**src/pkg_ldst_access.sv**
```systemverilog
// Access path widths and engine states

package pkg_ldst_access;

	////////////////////////////////////////////////////////////
	// Widths
	////////////////////////////////////////////////////////////

	localparam int DATA_W		= 32;		// Data word
	localparam int ADDR_W		= 8;		// 256-word scratch memory
	localparam int LEN_W		= 4;		// 0 to 15 elements

	////////////////////////////////////////////////////////////
	// Strided access engine
	////////////////////////////////////////////////////////////

	typedef enum logic [1:0] {
		ACC_IDLE	= 2'd0,			// Waiting for acc_req
		ACC_WALK	= 2'd1,			// One element per cycle
		ACC_FLUSH	= 2'd2,			// Last read returning
		ACC_ACK		= 2'd3			// Hold acc_ack until req drops
	} access_state_t;

endpackage

```
**src/pkg_ldst_isa.sv**
```systemverilog
// Load/store command encoding

package pkg_ldst_isa;

	////////////////////////////////////////////////////////////
	// Issue numbering
	////////////////////////////////////////////////////////////

	// Wraps at 16, so ages are taken modulo 16
	localparam int ISSUE_W		= 4;

	////////////////////////////////////////////////////////////
	// Command opcodes
	////////////////////////////////////////////////////////////

	typedef enum logic [1:0] {
		OP_NOP		= 2'd0,			// Acknowledged, no access
		OP_LOAD		= 2'd1,			// Strided read to write-back
		OP_STORE	= 2'd2			// Strided fill with one word
	} ldst_op_t;

endpackage

```
**src/ldst_channel.sv**
```systemverilog
// Load/store descriptor queue

`timescale 1ns/10ps

module ldst_channel #(
	parameter int DEPTH_BUFF_LDST	= 4
)(
	input	logic									clock,
	input	logic									rst_n,
	input	logic									push,			// Enqueue descriptor
	input	logic [pkg_ldst_isa::ISSUE_W-1:0]		push_issue_no,
	input	logic [pkg_ldst_access::LEN_W-1:0]		push_length,
	input	logic [pkg_ldst_access::ADDR_W-1:0]		push_stride,
	input	logic [pkg_ldst_access::ADDR_W-1:0]		push_base,
	input	logic [pkg_ldst_access::DATA_W-1:0]		push_data,		// Store word
	output	logic									full,
	input	logic									pop,			// Drop head entry
	output	logic									head_valid,
	output	logic [pkg_ldst_isa::ISSUE_W-1:0]		head_issue_no,
	output	logic [pkg_ldst_access::LEN_W-1:0]		head_length,
	output	logic [pkg_ldst_access::ADDR_W-1:0]		head_stride,
	output	logic [pkg_ldst_access::ADDR_W-1:0]		head_base,
	output	logic [pkg_ldst_access::DATA_W-1:0]		head_data
);

	localparam int PTR_W	= (DEPTH_BUFF_LDST > 1) ? $clog2(DEPTH_BUFF_LDST) : 1;
	localparam int CNT_W	= $clog2(DEPTH_BUFF_LDST + 1);

	logic [pkg_ldst_isa::ISSUE_W-1:0]		buf_issue_no	[DEPTH_BUFF_LDST];
	logic [pkg_ldst_access::LEN_W-1:0]		buf_length		[DEPTH_BUFF_LDST];
	logic [pkg_ldst_access::ADDR_W-1:0]		buf_stride		[DEPTH_BUFF_LDST];
	logic [pkg_ldst_access::ADDR_W-1:0]		buf_base		[DEPTH_BUFF_LDST];
	logic [pkg_ldst_access::DATA_W-1:0]		buf_data		[DEPTH_BUFF_LDST];

	logic [PTR_W-1:0]						wr_ptr;
	logic [PTR_W-1:0]						rd_ptr;
	logic [CNT_W-1:0]						count;

	logic									do_push;
	logic									do_pop;

	assign full				= count == CNT_W'(DEPTH_BUFF_LDST);
	assign head_valid		= count != '0;

	assign do_push			= push & ~full;
	assign do_pop			= pop & head_valid;

	// Oldest entry sits at rd_ptr
	assign head_issue_no	= buf_issue_no[rd_ptr];
	assign head_length		= buf_length[rd_ptr];
	assign head_stride		= buf_stride[rd_ptr];
	assign head_base		= buf_base[rd_ptr];
	assign head_data		= buf_data[rd_ptr];

	////////////////////////////////////////////////////////////
	// Pointers and occupancy
	////////////////////////////////////////////////////////////

	always_ff @(posedge clock or negedge rst_n) begin
		if (!rst_n) begin
			wr_ptr	<= '0;
			rd_ptr	<= '0;
			count	<= '0;
		end
		else begin
			if (do_push) begin
				if (wr_ptr == PTR_W'(DEPTH_BUFF_LDST - 1))	// Circular wrap
					wr_ptr	<= '0;
				else
					wr_ptr	<= wr_ptr + 1'b1;
			end
			if (do_pop) begin
				if (rd_ptr == PTR_W'(DEPTH_BUFF_LDST - 1))
					rd_ptr	<= '0;
				else
					rd_ptr	<= rd_ptr + 1'b1;
			end
			if (do_push && !do_pop)
				count	<= count + 1'b1;
			else if (!do_push && do_pop)
				count	<= count - 1'b1;
		end
	end

	////////////////////////////////////////////////////////////
	// Descriptor storage
	////////////////////////////////////////////////////////////

	always_ff @(posedge clock) begin
		if (do_push) begin
			buf_issue_no[wr_ptr]	<= push_issue_no;
			buf_length[wr_ptr]		<= push_length;
			buf_stride[wr_ptr]		<= push_stride;
			buf_base[wr_ptr]		<= push_base;
			buf_data[wr_ptr]		<= push_data;
		end
	end

endmodule

```
**config.mk**
```make
export PLATFORM = sky130hd
export DESIGN_NAME = ldst_channel
export DESIGN_NICKNAME = d
export VERILOG_FILES = /design/src/pkg_ldst_access.sv /design/src/pkg_ldst_isa.sv /design/src/ldst_channel.sv
export SDC_FILE = /design/constraint.sdc
export NUM_CORES = 1
export LEC_CHECK = 0
export BUFFER_PORTS_ARGS = -buffer_cell sky130_fd_sc_hd__clkbuf_2
export CORE_UTILIZATION = 57
export CTS_CLUSTER_SIZE = 20
export DETAILED_ROUTE_END_ITERATION = 10
export GPL_TIMING_DRIVEN = 1
export PLACE_DENSITY_LB_ADDON = 0.05
export SLEW_MARGIN = 20
export SYNTH_ARGS = -nofsm -noshare
export SYNTH_HDL_FRONTEND = slang
export SYNTH_SLANG_ARGS = --single-unit
```
**constraint.sdc**
```tcl
create_clock -name clock -period 3.2 [get_ports clock]
set_input_delay 0.8 -clock clock [delete_from_list [all_inputs] [get_ports clock]]
set_output_delay 0.8 -clock clock [all_outputs]
set_load 0.03 [all_outputs]
```
; ---- Word-level counts from Yosys, hierarchy flattened
; Memory sizes are Yosys's and may differ from the RTL's.
; Cells that the tools add are included.
[word_totals]
wordCells = 30
out_inout_bits = 58
register_bits = 7
inputBits = 60
ramBits = 224
romBits = 0
latchBits = 0
mem_count = 5
[op_classes]
n_eq_ne = 3
reduce_logical = 6
div_mod_pow = 0
muxes = 6
magnitude_cmp = 0
n_shift = 0
n_addsub = 4
n_bitwise = 3
multipliers = 0
[memory_table]
columns = memory, depth, width, read_ports, rd_clocked_by_memory_dff, wr, line
row1 = buf_data, 4, 32, 1, 0, 1, ldst_channel.sv:33  ; logic [pkg_ldst_access::DATA_W-1:0] buf_data [DEPTH_BUFF_LDST];
row2 = buf_base, 4, 8, 1, 0, 1, ldst_channel.sv:32  ; logic [pkg_ldst_access::ADDR_W-1:0] buf_base [DEPTH_BUFF_LDST];
row3 = buf_stride, 4, 8, 1, 0, 1, ldst_channel.sv:31  ; logic [pkg_ldst_access::ADDR_W-1:0] buf_stride [DEPTH_BUFF_LDST];
row4 = buf_issue_no, 4, 4, 1, 0, 1, ldst_channel.sv:29  ; logic [pkg_ldst_isa::ISSUE_W-1:0] buf_issue_no [DEPTH_BUFF_LDST];
row5 = buf_length, 4, 4, 1, 0, 1, ldst_channel.sv:30  ; logic [pkg_ldst_access::LEN_W-1:0] buf_length [DEPTH_BUFF_LDST];
[op_table]
columns = op, count
row1 = $mux W3, 2
row2 = $add A2 B1 Y2 const B, 2
row3 = $eq A2 B2 Y1 const B, 2
row4 = $mux W2, 2
row5 = $add A3 B1 Y3 const B, 1
row6 = $eq A3 B3 Y1 const B, 1
row7 = $reduce_bool A3 Y1, 1
row8 = $sub A3 B1 Y3 const B, 1
row9 = $and A1 B1 Y1, 2
row10 = $logic_and A1 B1 Y1, 2
row11 = $logic_not A1 Y1, 2
row12 = $mux W1, 2
row13 = $reduce_bool A2 Y1, 1
row14 = $not A1 Y1, 1

; ---- Logic depth before layout (Yosys ltp)
[depth]
ltp_word = 7
ltp_mapped = 9
ltp_nobuf = 8

; ---- Worst setup path before layout
; Ideal clock, no wire load.
[synth_path]
path_kind = in2reg
start = input push
end = memory buf_base[0][0] in the netlist's numbering (enable)
arrival_ns = 2.401
path_slack_ns = 0.379
setup_ns = 0.420
t_required_ns = 2.780
cell_stages = 3
path_buffers = 1
cell_sequence = nor2b_1 -> buf_2 -> and2_1
[synth_via]
elab_chain_cells = 3
[synth_rtl]
columns = item, line
row1 = from (decl), ldst_channel.sv:10  ; input logic push,
row2 = $and A1 B1 Y1, ldst_channel.sv:45  ; assign do_push = push & ~full;
row3 = named net do_push, ldst_channel.sv:39  ; logic do_push;
row4 = $mux W1, ldst_channel.sv:90  ; if (do_push) begin
row5 = $mux W1 (not written as such), ldst_channel.sv:94  ; buf_base[wr_ptr] <= push_base;
row6 = to (decl), ldst_channel.sv:32
; The timed path passes the listed nets, and every way through them passes these cells.

; ---- Worst setup path in the final report
[layout_path]
start = register rd_ptr[1]
end = output head_data[29] in the netlist's numbering
[layout_via]
elab_chain_cells = 1
[layout_rtl]
columns = item, line
row1 = from (decl), ldst_channel.sv:36  ; logic [PTR_W-1:0] rd_ptr;
row2 = from (signal assigned), ldst_channel.sv:76  ; rd_ptr <= rd_ptr + 1'b1;
row3 = $mem_v2 Z4 W32, -
row4 = to (decl), ldst_channel.sv:23  ; output logic [pkg_ldst_access::DATA_W-1:0] head_data
; Every way passes these cells.

==> results.toml <==
[run_status]
status = "finished clean"

[synthesis]
ys_top_cells_by_count = "edfxtp_1, mux4_2, dfrtp_1, ha_1, buf_2"
synth_adder_area_share = 0.01113
synth_cells = 330
ys_warn_count = 0
synth_top_family_by_area = "multiplexers"
synth-main-ff-cell = "edfxtp_1"
yosysTopAreaCell = "edfxtp_1"
synthMuxAreaShare = 0.1542
synth_edf_count = 224
synth_area_leaders = "edfxtp_1, mux4_2, dfrtp_1, ha_1, buf_12"
yosysUniqueCellTypes = 21
synth_simple_gate_area_share = 0.007616
synth-seq-area-share = 0.8079
synth_seq_cells = 231
synth_xor_area_frac = 0.003076
synth_compound_area_frac = 0
async_flop_share = 0.03030
yosysMostFrequentCell = "edfxtp_1"
avgSynthCellArea_sq_um = 25.89
synth_area_sq_mm = 0.008543
synth_top_area_share = 0.7873
synth_nets = 397

[clock_network]
cts_setup_buffers = 0
holdBufCountCts = 0
cts_tree = "done"
numCtsBuffers = 23
clock_path_buffers = 3
ctsResizeCount = 0
cts_root_buf = "clkbuf_16"
clk_latency_ns = 0.49
htreeDepth = 1
cts.sinks = 231
clk_pin_slew_ns = 0.06

[grt]
antenna_found_initial = 0
grt_pass1_wl_um = 22800
globalRouteTotalUtil = 0.1952
first_global_vias = 4086
grt_start_max_net_pins = 30
grt.overflow.total = 0

[setup_path]
timing.critical_path.fanout_max = 26
required_ns = 2.40
reg2reg_to = "count[2]"
path_class = "reg2out"
end_kind = "output port"
cp_slowest_stage_delay_ns = 0.84
path_cells = "buf_4 -> mux4_2 -> clkbuf_2"
reg2reg_depth = 8
worstReg2RegStart = "count[2]"
slowest_stage = "dfrtp_2"
start_kind = "register"
reg2reg_slack_ns = 0.94
worstPathArrival_ns = 2.25

[drt]
wl_per_cell_um = 21.37
drt_iter0_drc = 192
final_antenna_net_count = 0
first_pass_iters = 5
vias = 3841
viasPerCell = 5.716
drc = 0
wl_um = 14360

[finish]
multiInputGateArea_sq_mm = 0.001513
drive_above_1_share = 0.4693
insertedDiodeCount = 0
area_delta_synth_final_pct = 18.98
ff_latch_area_sq_mm = 0.006907
fin_nets = 540
n_fill_cell = 919
finalCoreUtilization = 0.6967

[flow_run]
cap_viol_max_count = 0

[timing]
rsz0062_at_grt = "false"
max_freq_mhz = 328.1
tns_ns = 0
hold_violations = 0
clock_skew_ns = 0.004689
timing.final.crit_period_ns = 3.048
drv_slew = 0
fin_crit_sh = 0.9525
slew-limit-headroom = 0.5098
setup_viol = 0
worstMarginPinSlew_ns = 0.7352

[pwr]
power_density_mw_per_mm2 = 1015
vdd_drop_max_v = 0.0006835
finalPower_w = 0.01031
p_leak_nw = 3.558

[placed_design]
dpl.hpwl_um = 8771
gp_congestion = 0.7373
io_buffers = 117

[die]
io_pins = 118
rows = 44
start_util = 0.5856
die_area_sq_mm = 0.01548
floorplan.core_area_sq_mm = 0.01459
die_w_um = 124.4
die_y_um = 124.4

[hold_path]
min_path_type = "in2async"
==> worst max path at each step <==
stage / startpoint / to / slack [ns] / cells after the start
after floorplan: push / buf_base[0][0] / 0.38 / 3
after global placement: rd_ptr[0] / head_data[29] / 0.57 / 3
after detailed placement: rd_ptr[0] / head_data[27] / 0.58 / 3
after CTS: rd_ptr[0] / head_data[29] / 0.03 / 3
after global routing: rd_ptr[1] / head_data[29] / 0.06 / 3
final: rd_ptr[1] / head_data[29] / 0.15 / 3
==> power by group <==
group	internal, W	switching (W)	total (W)
logic	0.00136	0.00210	0.00346
registers	0.00400	0.000288	0.00429
clock network	0.00155	0.00102	0.00257
total	0.00691	0.00340	0.0103
==> state kept, by name, summed over array words and instances (netlist names) <==
signal / count
buf_base: 32
buf_data: 128
buf_issue_no: 16
buf_length: 16
buf_stride: 32
count: 3
rd_ptr: 2
wr_ptr: 2
==> cell usage in the layout (no fill, tap or decap), types with 2 or more instances in the layout <==
| cell | synthesis | routed |
|---|---|---|
| clkbuf_16 | 0 | 23 |
| buf_4 | 3 | 9 |
| and2_4 | 0 | 3 |
| xor2_1 | 2 | 2 |
| edfxtp_1 | 224 | 224 |
| dfrtp_1 | 7 | 5 |
| ha_1 | 6 | 6 |
| buf_12 | 3 | 5 |
| mux2_2 | 4 | 4 |
| clkbuf_1 | 2 | 5 |
| clkinv_1 | 0 | 5 |
| mux4_2 | 56 | 56 |
| nor2_1 | 3 | 3 |
| clkbuf_2 | 0 | 117 |
| clkinv_2 | 0 | 4 |
| inv_1 | 3 | 3 |
| bufinv_16 | 0 | 3 |
==> cell families (layout without fill, tap and decap cells) <==
kind of cell | Yosys count | after routing
flip-flops | 231 | 231
multiplexers | 61 | 61
buffers and inverters | 17 | 175
AND/OR/NAND/NOR | 11 | 11
adder cells (fa/ha/maj) | 7 | 7
XOR/XNOR | 3 | 3
==> routing by layer <==
layer | vias to the layer above | part of all wire | GRT usage
met4 | 0 | 0.024 | 0.06804
met5 | - | 0 | 0
li1 | 1704 | - | -
met2 | 125 | 0.49 | 0.3110
met3 | 26 | 0.055 | 0.04167
met1 | 1986 | 0.43 | 0.2717
==> cell type report <==
type,count,area share
Clock inverter,12,0.01268
Tap cell,184,0.02265
Clock buffer,28,0.05847
Sequential cell,231,0.6795
Multi-Input combinational cell,82,0.1488
Timing Repair Buffer,132,0.07681
Inverter,3,0.001108
==> critical path, delay by kind of cell, from the launching register on <==
kind     cells  cell delay, ns
mux          1            0.35
buf+inv      2            0.55
flops        1            0.84
==> stage by stage <==
stage          worst slack (ns)  hold slack, ns  cells  instance area [sq um]
2_1_floorplan            0.3791          0.4453    330                   8543
3_3_place_gp             0.5749          0.4694    631                   9414
3_5_place_dp             0.5787          0.4795    631                   9414
4_1_cts                 0.02791          0.1267    671                  10140
5_1_grt                 0.06350          0.1346    672                  10160
6_report                 0.1519          0.1341    672                  10160
Power figures use the tool's default switching activity.
