**src/pkg_ldst_access.sv**
```systemverilog
// Access path widths and engine states

package pkg_ldst_access;

	////////////////////////////////////////////////////////////
	// Widths
	////////////////////////////////////////////////////////////

	localparam int DATA_W		= 32;		// Data word
	localparam int ADDR_W		= 8;		// 256-word scratch memory
	localparam int LEN_W		= 4;		// 0 to 15 elements

	////////////////////////////////////////////////////////////
	// Strided access engine
	////////////////////////////////////////////////////////////

	typedef enum logic [1:0] {
		ACC_IDLE	= 2'd0,			// Waiting for acc_req
		ACC_WALK	= 2'd1,			// One element per cycle
		ACC_FLUSH	= 2'd2,			// Last read returning
		ACC_ACK		= 2'd3			// Hold acc_ack until req drops
	} access_state_t;

endpackage

```
**src/pkg_ldst_isa.sv**
```systemverilog
// Load/store command encoding

package pkg_ldst_isa;

	////////////////////////////////////////////////////////////
	// Issue numbering
	////////////////////////////////////////////////////////////

	// Wraps at 16, so ages are taken modulo 16
	localparam int ISSUE_W		= 4;

	////////////////////////////////////////////////////////////
	// Command opcodes
	////////////////////////////////////////////////////////////

	typedef enum logic [1:0] {
		OP_NOP		= 2'd0,			// Acknowledged, no access
		OP_LOAD		= 2'd1,			// Strided read to write-back
		OP_STORE	= 2'd2			// Strided fill with one word
	} ldst_op_t;

endpackage

```
**src/ldst_unit.sv**
```systemverilog
// Load/store command intake and ordering

`timescale 1ns/10ps

module ldst_unit #(
	parameter int DEPTH_BUFF_LDST	= 4
)(
	input	logic									clock,
	input	logic									rst_n,
	input	logic									cmd_req,		// Four-phase request
	input	pkg_ldst_isa::ldst_op_t					cmd_op,
	input	logic [pkg_ldst_access::LEN_W-1:0]		cmd_length,
	input	logic [pkg_ldst_access::ADDR_W-1:0]		cmd_stride,
	input	logic [pkg_ldst_access::ADDR_W-1:0]		cmd_base,
	input	logic [pkg_ldst_access::DATA_W-1:0]		cmd_data,
	output	logic									cmd_ack,
	output	logic									ld_push,
	output	logic									st_push,
	output	logic [pkg_ldst_isa::ISSUE_W-1:0]		push_issue_no,
	output	logic [pkg_ldst_access::LEN_W-1:0]		push_length,
	output	logic [pkg_ldst_access::ADDR_W-1:0]		push_stride,
	output	logic [pkg_ldst_access::ADDR_W-1:0]		push_base,
	output	logic [pkg_ldst_access::DATA_W-1:0]		push_data,
	output	logic									ld_pop,
	output	logic									st_pop,
	input	logic									ld_full,
	input	logic									st_full,
	input	logic									ld_head_valid,
	input	logic									st_head_valid,
	input	logic [pkg_ldst_isa::ISSUE_W-1:0]		ld_head_issue_no,
	input	logic [pkg_ldst_isa::ISSUE_W-1:0]		st_head_issue_no,
	input	logic [pkg_ldst_access::LEN_W-1:0]		ld_head_length,
	input	logic [pkg_ldst_access::LEN_W-1:0]		st_head_length,
	input	logic [pkg_ldst_access::ADDR_W-1:0]		ld_head_stride,
	input	logic [pkg_ldst_access::ADDR_W-1:0]		st_head_stride,
	input	logic [pkg_ldst_access::ADDR_W-1:0]		ld_head_base,
	input	logic [pkg_ldst_access::ADDR_W-1:0]		st_head_base,
	input	logic [pkg_ldst_access::DATA_W-1:0]		ld_head_data,
	input	logic [pkg_ldst_access::DATA_W-1:0]		st_head_data,
	output	logic									acc_req,		// To access engine
	output	logic									acc_store,
	output	logic [pkg_ldst_access::LEN_W-1:0]		acc_length,
	output	logic [pkg_ldst_access::ADDR_W-1:0]		acc_stride,
	output	logic [pkg_ldst_access::ADDR_W-1:0]		acc_base,
	output	logic [pkg_ldst_access::DATA_W-1:0]		acc_data,
	input	logic									acc_ack,
	output	logic									done,			// One-cycle completion
	output	logic [pkg_ldst_isa::ISSUE_W-1:0]		done_issue_no,
	output	logic									done_store
);

	// Both queues plus the active access must fit in one issue-number lap
	if (2 * DEPTH_BUFF_LDST >= (1 << pkg_ldst_isa::ISSUE_W)) begin : g_depth_check
		$error("Descriptor queues too deep for the issue number width");
	end

	logic [pkg_ldst_isa::ISSUE_W-1:0]		issue_no;		// Next number to hand out
	logic [pkg_ldst_isa::ISSUE_W-1:0]		acc_issue_no;
	logic [pkg_ldst_isa::ISSUE_W-1:0]		ld_age;
	logic [pkg_ldst_isa::ISSUE_W-1:0]		st_age;
	logic									tgt_full;
	logic									cmd_accept;
	logic									pick_st;
	logic									acc_launch;
	logic									acc_finish;

	////////////////////////////////////////////////////////////
	// Command intake
	////////////////////////////////////////////////////////////

	always_comb begin
		case (cmd_op)
			pkg_ldst_isa::OP_LOAD:	tgt_full = ld_full;
			pkg_ldst_isa::OP_STORE:	tgt_full = st_full;
			default:				tgt_full = 1'b0;	// NOP never blocks
		endcase
	end

	assign cmd_accept		= cmd_req & ~cmd_ack & ~tgt_full;
	assign ld_push			= cmd_accept & (cmd_op == pkg_ldst_isa::OP_LOAD);
	assign st_push			= cmd_accept & (cmd_op == pkg_ldst_isa::OP_STORE);

	assign push_issue_no	= issue_no;
	assign push_length		= cmd_length;
	assign push_stride		= cmd_stride;
	assign push_base		= cmd_base;
	assign push_data		= cmd_data;

	always_ff @(posedge clock or negedge rst_n) begin
		if (!rst_n) begin
			cmd_ack		<= 1'b0;
			issue_no	<= '0;
		end
		else begin
			if (cmd_accept)
				cmd_ack		<= 1'b1;
			else if (cmd_ack && !cmd_req)
				cmd_ack		<= 1'b0;
			if (ld_push || st_push)
				issue_no	<= issue_no + 1'b1;
		end
	end

	////////////////////////////////////////////////////////////
	// Age selection and access request
	////////////////////////////////////////////////////////////

	// Larger distance from the next issue number means older
	assign ld_age		= issue_no - ld_head_issue_no;
	assign st_age		= issue_no - st_head_issue_no;
	assign pick_st		= st_head_valid & (~ld_head_valid | (st_age > ld_age));

	assign acc_launch	= ~acc_req & ~acc_ack & (ld_head_valid | st_head_valid);
	assign acc_finish	= acc_req & acc_ack;

	assign ld_pop		= acc_finish & ~acc_store;
	assign st_pop		= acc_finish & acc_store;

	always_ff @(posedge clock or negedge rst_n) begin
		if (!rst_n) begin
			acc_req		<= 1'b0;
			acc_store	<= 1'b0;
		end
		else if (acc_finish) begin
			acc_req		<= 1'b0;
		end
		else if (acc_launch) begin
			acc_req		<= 1'b1;
			acc_store	<= pick_st;
		end
	end

	// Descriptor held stable while acc_req is high
	always_ff @(posedge clock) begin
		if (acc_launch) begin
			acc_issue_no	<= pick_st ? st_head_issue_no : ld_head_issue_no;
			acc_length		<= pick_st ? st_head_length : ld_head_length;
			acc_stride		<= pick_st ? st_head_stride : ld_head_stride;
			acc_base		<= pick_st ? st_head_base : ld_head_base;
			acc_data		<= pick_st ? st_head_data : ld_head_data;
		end
	end

	always_ff @(posedge clock or negedge rst_n) begin
		if (!rst_n) begin
			done			<= 1'b0;
			done_issue_no	<= '0;
			done_store		<= 1'b0;
		end
		else begin
			done			<= acc_finish;
			if (acc_finish) begin
				done_issue_no	<= acc_issue_no;
				done_store		<= acc_store;
			end
		end
	end

endmodule

```
**config.mk**
```make
export PLATFORM = sky130hd
export DESIGN_NAME = ldst_unit
export DESIGN_NICKNAME = d
export VERILOG_FILES = /design/src/pkg_ldst_access.sv /design/src/pkg_ldst_isa.sv /design/src/ldst_unit.sv
export SDC_FILE = /design/constraint.sdc
export NUM_CORES = 1
export LEC_CHECK = 0
export CAP_MARGIN = 20
export CORE_AREA = 5 5 111 113
export DETAILED_ROUTE_END_ITERATION = 16
export DIE_AREA = 0 0 116 118
export DONT_BUFFER_PORTS = 1
export PLACE_DENSITY_LB_ADDON = 0.25
export SLEW_MARGIN = 25
export SYNTH_ARGS = -nofsm -noshare
export SYNTH_HDL_FRONTEND = slang
export SYNTH_SLANG_ARGS = --single-unit
```
**constraint.sdc**
```tcl
create_clock -name clock -period 5.7 [get_ports clock]
set_input_delay 0.285 -clock clock [delete_from_list [all_inputs] [get_ports clock]]
set_output_delay 0.285 -clock clock [all_outputs]
set_load 0.02 [all_outputs]
```
# == Word-level counts from Yosys, hierarchy flattened ==
# Index checks and enable logic that the tools add are counted.
# op_classes
addsub,3
n_lt_le_gt_ge,1
n_eq_ne,2
n_mux,10
bitwise_logic,19
n_reduce_logical,6
# op_table
cell,count
two-way mux 32 bit,1
two-way mux 8 bit,2
AND 1 bit,10
two-way mux 4 bit,2
subtractor 4 bit,2
NOT 1 bit,7
adder 4 x 1 -> 4 bit (second input constant),1
> comparator 4 bit,1
two-way mux 1 bit,4
nonzero test 2 bit,2
equality test 2 x 1 -> 1 bit (second input constant),1
equality test 2 bit (second input constant),1
OR 1 bit,2
one-hot mux 1 bit (2 select lines),1
AND reduction 2 bit,1
logical AND 1 bit,1
logical NOT 1 bit,1
logical OR 1 bit,1
# totals
ff_bits,69
inputBits,174

# == Longest topological paths before layout ==
# Gate-level depths: netlist of run 1.
# logic_depth
ltp_word,6
mapped_depth,13
depth_no_buf,11

# == Worst setup path after synthesis of run 1 ==
# No wires, ideal clock.
# synth_timing
kind,reg2reg
start,reg acc_req
end,reg acc_store
setup_ps,323
t_arrival_ps,4721
setup_slack_ps,656
stages_incl_launch_ff,3
n_path_buf,0
period_less_slack_ps,5044
cell_sequence,dfrtp_1 -> nor3_1 -> mux2i_1
# synth_via
elab_chain_cells,4
# synth_lines
item,line,text
"start, declared",ldst_unit.sv:40,"output logic acc_req,"
"start signal, assigned",ldst_unit.sv:121,acc_req <= 1'b0;
"start signal, assigned",ldst_unit.sv:125,acc_req <= 1'b0;
"start signal, assigned",ldst_unit.sv:128,acc_req <= 1'b1;
NOT 1 bit,ldst_unit.sv:113,assign acc_launch = ~acc_req & ~acc_ack & (ld_head_valid | st_head_valid);
AND 1 bit (2 in a row),ldst_unit.sv:113,
via acc_launch,ldst_unit.sv:64,logic acc_launch;
AND reduction 2 bit (no source line),--,
"end signal, assigned",ldst_unit.sv:129,acc_store <= pick_st;
"end, declared",ldst_unit.sv:41,"output logic acc_store,"
# The timed path passes the listed nets, and every way through them passes these cells.
# A chain may end at the register's enable or synchronous reset.

# == Worst setup path in the final report of run 1 ==
# layout_timing
start,"reg issue_no, in the netlist push_issue_no[0]"
end,reg acc_issue_no[3] (netlist bit) (data pin)
# layout_via
elab_chain_cells,5
# layout_lines
item,line,text
"start, declared",ldst_unit.sv:57,logic [pkg_ldst_isa::ISSUE_W-1:0] issue_no;
"start signal, assigned",ldst_unit.sv:100,issue_no <= issue_no + 1'b1;
"subtractor 4 bit, on equally long branches","ldst_unit.sv:110, ldst_unit.sv:109",
> comparator 4 bit *,ldst_unit.sv:111,assign pick_st = st_head_valid & (~ld_head_valid | (st_age > ld_age));
OR 1 bit *,ldst_unit.sv:111,
AND 1 bit *,ldst_unit.sv:111,
two-way mux 4 bit *,ldst_unit.sv:136,acc_issue_no <= pick_st ? st_head_issue_no : ld_head_issue_no;
"end signal, assigned",ldst_unit.sv:136,
"end, declared",ldst_unit.sv:58,logic [pkg_ldst_isa::ISSUE_W-1:0] acc_issue_no;
# Every way passes the cells marked *; elsewhere a longest branch is shown, timed or not.

==> results.py, run 1 <==
metrics = {
    "place": {
        "pre_cts_ws_ns": 2.260,
        "dp_hpwl_um": 7264,
        "io_buffer_count": 0,
        "globalplace.congestion": 0.7350,
    },
    "timing": {
        "fin_ws_ns": 2.310,
        "setup_viol": 0,
        "fin_crit_ns": 3.390,
        "slew_at_the_pin_with_the_worst_max_slew_slack_ns": 0.7633,
        "setup_tns_ns": 0,
        "timing_max_transition_violations_final": 0,
        "timing.max_slew.rel_slack_pct": 49.11,
        "report.final.hold_viol_count": 0,
        "finalCritPeriodShare_pct": 59.48,
        "fmaxAchievable_mhz": 295.0,
        "rsz0062_at_grt": "no",
        "final.setup_skew_ns": 0.004694,
    },
    "logic_synthesis": {
        "synth_fp_nets": 448,
        "edff_count_synth": 56,
        "post-synth-top-count-cell": "sky130_fd_sc_hd__edfxtp_1",
        "post-synth-top-area-cell": "sky130_fd_sc_hd__edfxtp_1",
        "synth_cell_type_count": 29,
        "seq_area_frac_synth_pct": 53.25,
        "synth-warning-count": 0,
        "synthesis.area_per_instance_um2": 14.55,
        "yosysTopAreaCellShare_pct": 44.62,
        "synthesis.area_mm2": 0.003769,
        "synthFlopType": "sky130_fd_sc_hd__edfxtp_1",
        "postSynthCellCount": 259,
        "async_set_or_reset_flop_fraction_in_the_synthesized_netlist_pct": 18.84,
        "register_bit_count_reported_by_yosys": 69,
        "synth.cells.most_frequent": "sky130_fd_sc_hd__edfxtp_1, sky130_fd_sc_hd__buf_4, sky130_fd_sc_hd__mux2_2",
        "synth_top_cells_by_area": "sky130_fd_sc_hd__edfxtp_1, sky130_fd_sc_hd__mux2_4, sky130_fd_sc_hd__buf_4",
    },
    "clock_network": {
        "cts_htree_levels": 3,
        "worst_setup_hold_path_clk_slew_ns": 0.06,
        "cts-hold-fix-buffers": 2,
        "cts_made_buffers": 9,
        "cts.repair.resized": 0,
        "cts_post_setup_buffers_inserted": 0,
        "clk-insertion-delay-late_ns": 0.33,
        "cts_tree": "built",
        "cts_sinks": 69,
        "cts.path.max_buffers": 2,
        "cts_root_buf": "sky130_fd_sc_hd__clkbuf_16",
    },
    "min_path": {
        "hold_path.class": "input pin to flop",
    },
    "global_routing": {
        "global_route.overflow_total": 0,
        "antenna_found_initial": 0,
        "grt_start_max_net_pins": 58,
        "grt_pass1_wl_um": 12550,
        "first_global_vias": 1956,
        "groute.usage.overall_pct": 12.60,
    },
    "route": {
        "ant_nets": 0,
        "vias": 1793,
        "detail_route.drc_violations": 0,
        "detailedRoute.firstPassIterationCount": 4,
        "post_drt_via_cell_ratio": 4.912,
        "wl_per_cell_um": 24.76,
        "detailedRoute.firstIterationViolations": 104,
        "wirelength_um": 9038,
    },
    "critical_path": {
        "worstPathRequired_ns": 5.78,
        "regToRegSetupSlack_ns": 2.31,
        "crit_fanout": 27,
        "critical_path_depth": 10,
        "cpMostUsedCell": "sky130_fd_sc_hd__ha_1",
        "reg2regPathDepth": 10,
        "critical_path.reg2reg.endpoint": "acc_issue_no[3]",
        "critPathCaptureType": "flop",
        "cp.arrival_ns": 3.47,
        "critPathCapture": "acc_issue_no[3]",
        "critPathMaxStageDelay_ns": 0.55,
        "cpLargestDelayFamily": "adder cells",
        "crit_type": "flop to flop",
        "path_buf_inv": 2,
        "crit_reg_reg_startpoint": "push_issue_no[0]",
        "start_kind": "flop",
        "crit_path_start": "push_issue_no[0]",
        "critical_path.slowest_cell": "sky130_fd_sc_hd__o221ai_4",
        "crit_path_cell_trace": "inv_1, ha_1, fa_1, xnor2_1, ha_1, nand2_1, a21oi_2, o221ai_4, buf_12, mux2_2",
    },
    "pwr": {
        "pwr-share-comb_pct": 38.1,
        "max_vdd_drop_mv": 0.2257,
        "power_frac_seq_pct": 39.2,
        "power_switching_share_pct": 33.53,
        "power_switching_uw": 734.0,
        "powerDensity_mw_per_mm2": 567.0,
        "total_leakage_power_uw": 0.001525,
        "internal_power_uw": 1455,
        "clock_power_share_pct": 22.7,
    },
    "floorplan": {
        "core_mm2": 0.01122,
        "floorplan.die.width_um": 116,
        "chipHeight_um": 118,
        "initial_utilization_pct": 33.58,
        "die_area_mm2": 0.01369,
        "ios": 295,
        "rows": 39,
    },
    "finish": {
        "antenna_cells": 0,
        "final_layout_size_suffix_gt1_share_pct": 36.04,
        "syn_to_final_growth_pct": 2.457,
        "final_net_count": 406,
    },
    "flow_run": {
        "drv.max_cap_violation_count": 0,
    },
    "run_status": {
        "status": "finished, final reports clean",
    },
}
## cell type report
class                           count  area, µm²
Clock buffer                        9      225.2
Clock inverter                      7      42.54
Fill cell                        1080       7362
Inverter                           17      63.81
Multi-Input combinational cell    115       1269
Sequential cell                    69       2007
Tap cell                          143      178.9
Timing Repair Buffer                5      75.07
## per-stage QoR
| stage | instances | total power (µW) | cell area (µm²) | hold WS [ns] | util, % |
|---|---|---|---|---|---|
| after detailed placement | 347 | 1727 | 3573 | -0.01032 | 31.84 |
| after floorplan | 259 | 1610 | 3769 | -0.01059 | - |
| after global routing | 365 | 2334 | 3861 | 0.07974 | 34.40 |
| final | 365 | 2189 | 3861 | 0.08012 | 34.40 |
| after global placement | 346 | 1685 | 3546 | -0.01024 | 31.59 |
| after CTS | 365 | 2236 | 3861 | 0.06238 | 34.40 |
## cell usage in the layout, fill, tap and decap left out, types with 2 or more instances in the layout
cell,instances
sky130_fd_sc_hd__a21o_1,3
sky130_fd_sc_hd__a21oi_1,2
sky130_fd_sc_hd__and2_1,2
sky130_fd_sc_hd__clkbuf_16,9
sky130_fd_sc_hd__clkinv_2,3
sky130_fd_sc_hd__clkinvlp_4,2
sky130_fd_sc_hd__dfrtp_1,13
sky130_fd_sc_hd__dlygate4sd3_1,2
sky130_fd_sc_hd__edfxtp_1,56
sky130_fd_sc_hd__fa_1,2
sky130_fd_sc_hd__ha_1,13
sky130_fd_sc_hd__inv_1,17
sky130_fd_sc_hd__mux2_2,32
sky130_fd_sc_hd__mux2_4,27
sky130_fd_sc_hd__mux2i_1,3
sky130_fd_sc_hd__nand2_1,3
sky130_fd_sc_hd__nand3_1,2
sky130_fd_sc_hd__nor2_1,6
sky130_fd_sc_hd__xnor2_1,6
sky130_fd_sc_hd__xor2_1,3
## worst register-to-register path, stage by stage, from the launching register on
cell                       delay [ns]
sky130_fd_sc_hd__dfrtp_1         0.54
sky130_fd_sc_hd__inv_1           0.11
sky130_fd_sc_hd__ha_1            0.24
sky130_fd_sc_hd__fa_1            0.38
sky130_fd_sc_hd__xnor2_1         0.14
sky130_fd_sc_hd__ha_1            0.29
sky130_fd_sc_hd__nand2_1         0.14
sky130_fd_sc_hd__a21oi_2         0.06
sky130_fd_sc_hd__o221ai_4        0.55
sky130_fd_sc_hd__buf_12          0.30
sky130_fd_sc_hd__mux2_2          0.38
## state kept, by name, summed over array words and instances, names as in the netlist, 4 cells and up
| register | count |
|---|---|
| acc_issue_no | 4 |
| acc_base | 8 |
| done_issue_no | 4 |
| acc_data | 32 |
| push_issue_no | 4 |
| acc_stride | 8 |
| acc_length | 4 |
## logic make-up after synthesis
family	count (synthesis)	synth area share [%]
fa+ha+maj	15	5.379
flops	69	53.25
compound gates	11	2.357
mux	62	21.12
xor+xnor	9	2.092
simple gates	18	2.291
buf+inv	75	13.51
## routing by layer
layer / GRT usage (%) / share of wire [%] / up-vias
li1: - / - / 780
met5: 0 / 0 / -
met1: 11.11 / 30 / 830
met2: 21.73 / 51 / 147
met3: 7.558 / 16 / 36
met4: 7.034 / 3.4 / 0
## power groups by stage
| stage | registers [µW] | logic [µW] | clock network (µW) |
|---|---|---|---|
| floorplan | 846 | 764 | 0 |
| global placement | 874 | 812 | 0 |
| detailed placement | 875 | 852 | 0 |
| CTS | 864 | 858 | 514 |
| global route | 874 | 923 | 537 |
| finish | 858 | 834 | 497 |
## worst min-delay path by stage
stage                       start               end  slack (ns)  depth (start not counted)
after detailed placement    rst_n  push_issue_no[0]       -0.01                          0
after global placement      rst_n  push_issue_no[0]       -0.01                          0
final                     cmd_req           cmd_ack        0.08                          1
after CTS                 cmd_req           cmd_ack        0.06                          1
after global routing      cmd_req           cmd_ack        0.08                          1
after floorplan             rst_n           acc_req       -0.01                          0
Note: power is estimated with default switching activity, not from simulation.
==> run 2: changes to the inputs <==
clock period = 2.86 ns   (was 5.7 ns; I/O delays follow)
==> results.py, run 2 (synthesized netlist as in run 1, its figures left out) <==
metrics = {
    "run_status": {
        "status": "finished, final reports clean",
    },
    "timing": {
        "timing.max_slew.rel_slack_pct": 50.38,
        "fin_ws_ns": 0.02292,
        "fin_crit_ns": 2.837,
        "finalCritPeriodShare_pct": 99.20,
        "slew_at_the_pin_with_the_worst_max_slew_slack_ns": 0.7418,
        "fmaxAchievable_mhz": 352.5,
        "hold_ws_ns": 0.03776,
        "final.setup_skew_ns": 0.01108,
        "rsz0062_at_grt": "yes",
        "setup_viol": 0,
        "report.final.hold_viol_count": 0,
        "timing_max_transition_violations_final": 0,
    },
    "floorplan": {
        "core_mm2": 0.01122,
        "floorplan.die.width_um": 116,
        "ios": 295,
        "chipHeight_um": 118,
        "rows": 39,
        "die_area_mm2": 0.01369,
        "initial_utilization_pct": 33.58,
    },
    "global_routing": {
        "met1_usage_pct": 11.50,
        "global_route.overflow_total": 0,
        "antenna_found_initial": 0,
        "globalRouteMet3Util_pct": 6.015,
        "grt_start_max_net_pins": 58,
        "grt_pass1_wl_um": 12480,
        "groute.usage.overall_pct": 12.33,
        "first_global_vias": 1981,
        "grtUsageMet2_pct": 20.79,
        "grt.busiest_layer": "met2",
    },
    "min_path": {
        "hold_path.class": "input pin to flop",
        "holdCritStartpoint": "ld_head_data[14]",
        "worstHoldEndpoint": "acc_data[14]",
        "worstHoldPathCells": 1,
    },
    "pwr": {
        "max_vdd_drop_mv": 0.3969,
        "powerDensity_mw_per_mm2": 1138,
        "total_leakage_power_uw": 0.001567,
    },
    "route": {
        "post_drt_via_cell_ratio": 4.933,
        "wirelength_um": 9096,
        "detailedRoute.firstPassIterationCount": 3,
        "detailedRoute.firstIterationViolations": 97,
        "vias": 1830,
        "wl_per_cell_um": 24.52,
        "detail_route.drc_violations": 0,
        "ant_nets": 0,
    },
    "clock_network": {
        "cts_sinks": 69,
        "cts_made_buffers": 9,
        "clk-insertion-delay-late_ns": 0.32,
        "cts_tree": "built",
        "cts.path.max_buffers": 2,
        "cts.repair.resized": 0,
        "worst_setup_hold_path_clk_slew_ns": 0.06,
        "cts_post_setup_buffers_inserted": 0,
        "cts_root_buf": "sky130_fd_sc_hd__clkbuf_16",
        "cts_htree_levels": 3,
    },
    "finish": {
        "mostFrequentLayoutCells": "sky130_fd_sc_hd__edfxtp_1, sky130_fd_sc_hd__mux2_2, sky130_fd_sc_hd__mux2_4",
        "leading_registers_by_flop_count": "acc_data: 32 flops, acc_base: 8 flops, acc_stride: 8 flops",
        "antenna_cells": 0,
        "most_common_cell_after_layout_fill_and_taps_aside": "sky130_fd_sc_hd__edfxtp_1",
        "largest_reg_flops": 32,
        "final_net_count": 412,
        "top_register_by_number_of_flip_flops": "acc_data",
        "syn_to_final_growth_pct": 4.681,
        "final_layout_size_suffix_gt1_share_pct": 35.96,
    },
    "critical_path": {
        "crit_type": "flop to flop",
        "crit_fanout": 30,
        "reg2regPathDepth": 12,
        "worstPathRequired_ns": 2.92,
        "regToRegSetupSlack_ns": 0.02,
        "critPathCaptureType": "flop",
        "start_kind": "flop",
        "crit_reg_reg_startpoint": "push_issue_no[0]",
        "critical_path.reg2reg.endpoint": "acc_base[6]",
        "cp.arrival_ns": 2.90,
    },
    "place": {
        "pre_cts_ws_ns": 0.04089,
        "dp_hpwl_um": 7218,
        "globalplace.congestion": 0.7355,
        "io_buffer_count": 0,
    },
    "flow_run": {
        "drv.max_cap_violation_count": 0,
    },
}
-- run 2: changes by cell type in the layout (fill, tap and decap cells not counted), moves of 2 or more --
| cell | before | now |
|---|---|---|
| sky130_fd_sc_hd__buf_12 | 1 | 3 |
| sky130_fd_sc_hd__clkinvlp_4 | 2 | 0 |
| sky130_fd_sc_hd__clkbuf_1 | 0 | 3 |
| sky130_fd_sc_hd__buf_4 | 1 | 4 |
| sky130_fd_sc_hd__dlygate4sd3_1 | 2 | 4 |
| sky130_fd_sc_hd__clkinv_2 | 3 | 1 |
-- run 2: worst max-delay path by stage --
stage,startpoint,endpoint,slack [ns]
after floorplan,push_issue_no[1],acc_data[10],0.08
after global placement,push_issue_no[1],acc_stride[5],0.05
after detailed placement,push_issue_no[0],acc_length[0],0.04
after CTS,push_issue_no[0],acc_base[3],-0.006
after global routing,push_issue_no[0],acc_length[0],-0.09
final,push_issue_no[0],acc_base[6],0.02
-- run 2: final cells by class --
type	instances	area (µm²)
multi-input cells	115	1275
well taps	143	178.9
clock buffers	13	250.2
flip-flops and latches	69	2008
inverters	17	63.81
clock inverters	3	38.79
repair buffers	11	130.1
fillers	1068	7278
-- run 2: worst max-delay path: stages, from the launching register on --
cell                       delay, ns
sky130_fd_sc_hd__dfrtp_2        0.40
sky130_fd_sc_hd__inv_1          0.08
sky130_fd_sc_hd__ha_1           0.19
sky130_fd_sc_hd__inv_1          0.05
sky130_fd_sc_hd__a21o_1         0.17
sky130_fd_sc_hd__a21oi_1        0.16
sky130_fd_sc_hd__xnor2_1        0.10
sky130_fd_sc_hd__ha_1           0.32
sky130_fd_sc_hd__nand2_1        0.14
sky130_fd_sc_hd__a21oi_2        0.06
sky130_fd_sc_hd__o221ai_4       0.26
sky130_fd_sc_hd__buf_12         0.24
sky130_fd_sc_hd__mux2_2         0.37
-- run 2: repair_timing --
| action | 4_1_cts | 5_1_grt |
|---|---|---|
| hold endpoints to repair | 15 | 0 |
| hold buffers | 4 | 0 |
| endpoints found under the setup margin | 3 | 54 |
-- run 2: power by group --
part	internal [µW]	switching (µW)
clock network	695	387
logic	964	782
registers	1380	277
total	3040	1450
-- run 2: per-layer routing --
metal  vias up  share of wire, %
li1        790                 -
met2       159                49
met4         0               4.5
met1       836                32
met5         -                 0
met3        45                14
-- run 2: stage by stage --
stage,utilization [%],area (µm²),setup TNS (ns),instances,power [µW]
2_1_floorplan,-,3781,0,259,3208
3_3_place_gp,32.22,3616,0,351,3428
3_5_place_dp,32.22,3616,0,351,3454
4_1_cts,35.15,3945,-0.01183,371,4584
5_1_grt,35.15,3945,-2.897,371,4734
6_report,35.15,3945,0,371,4488
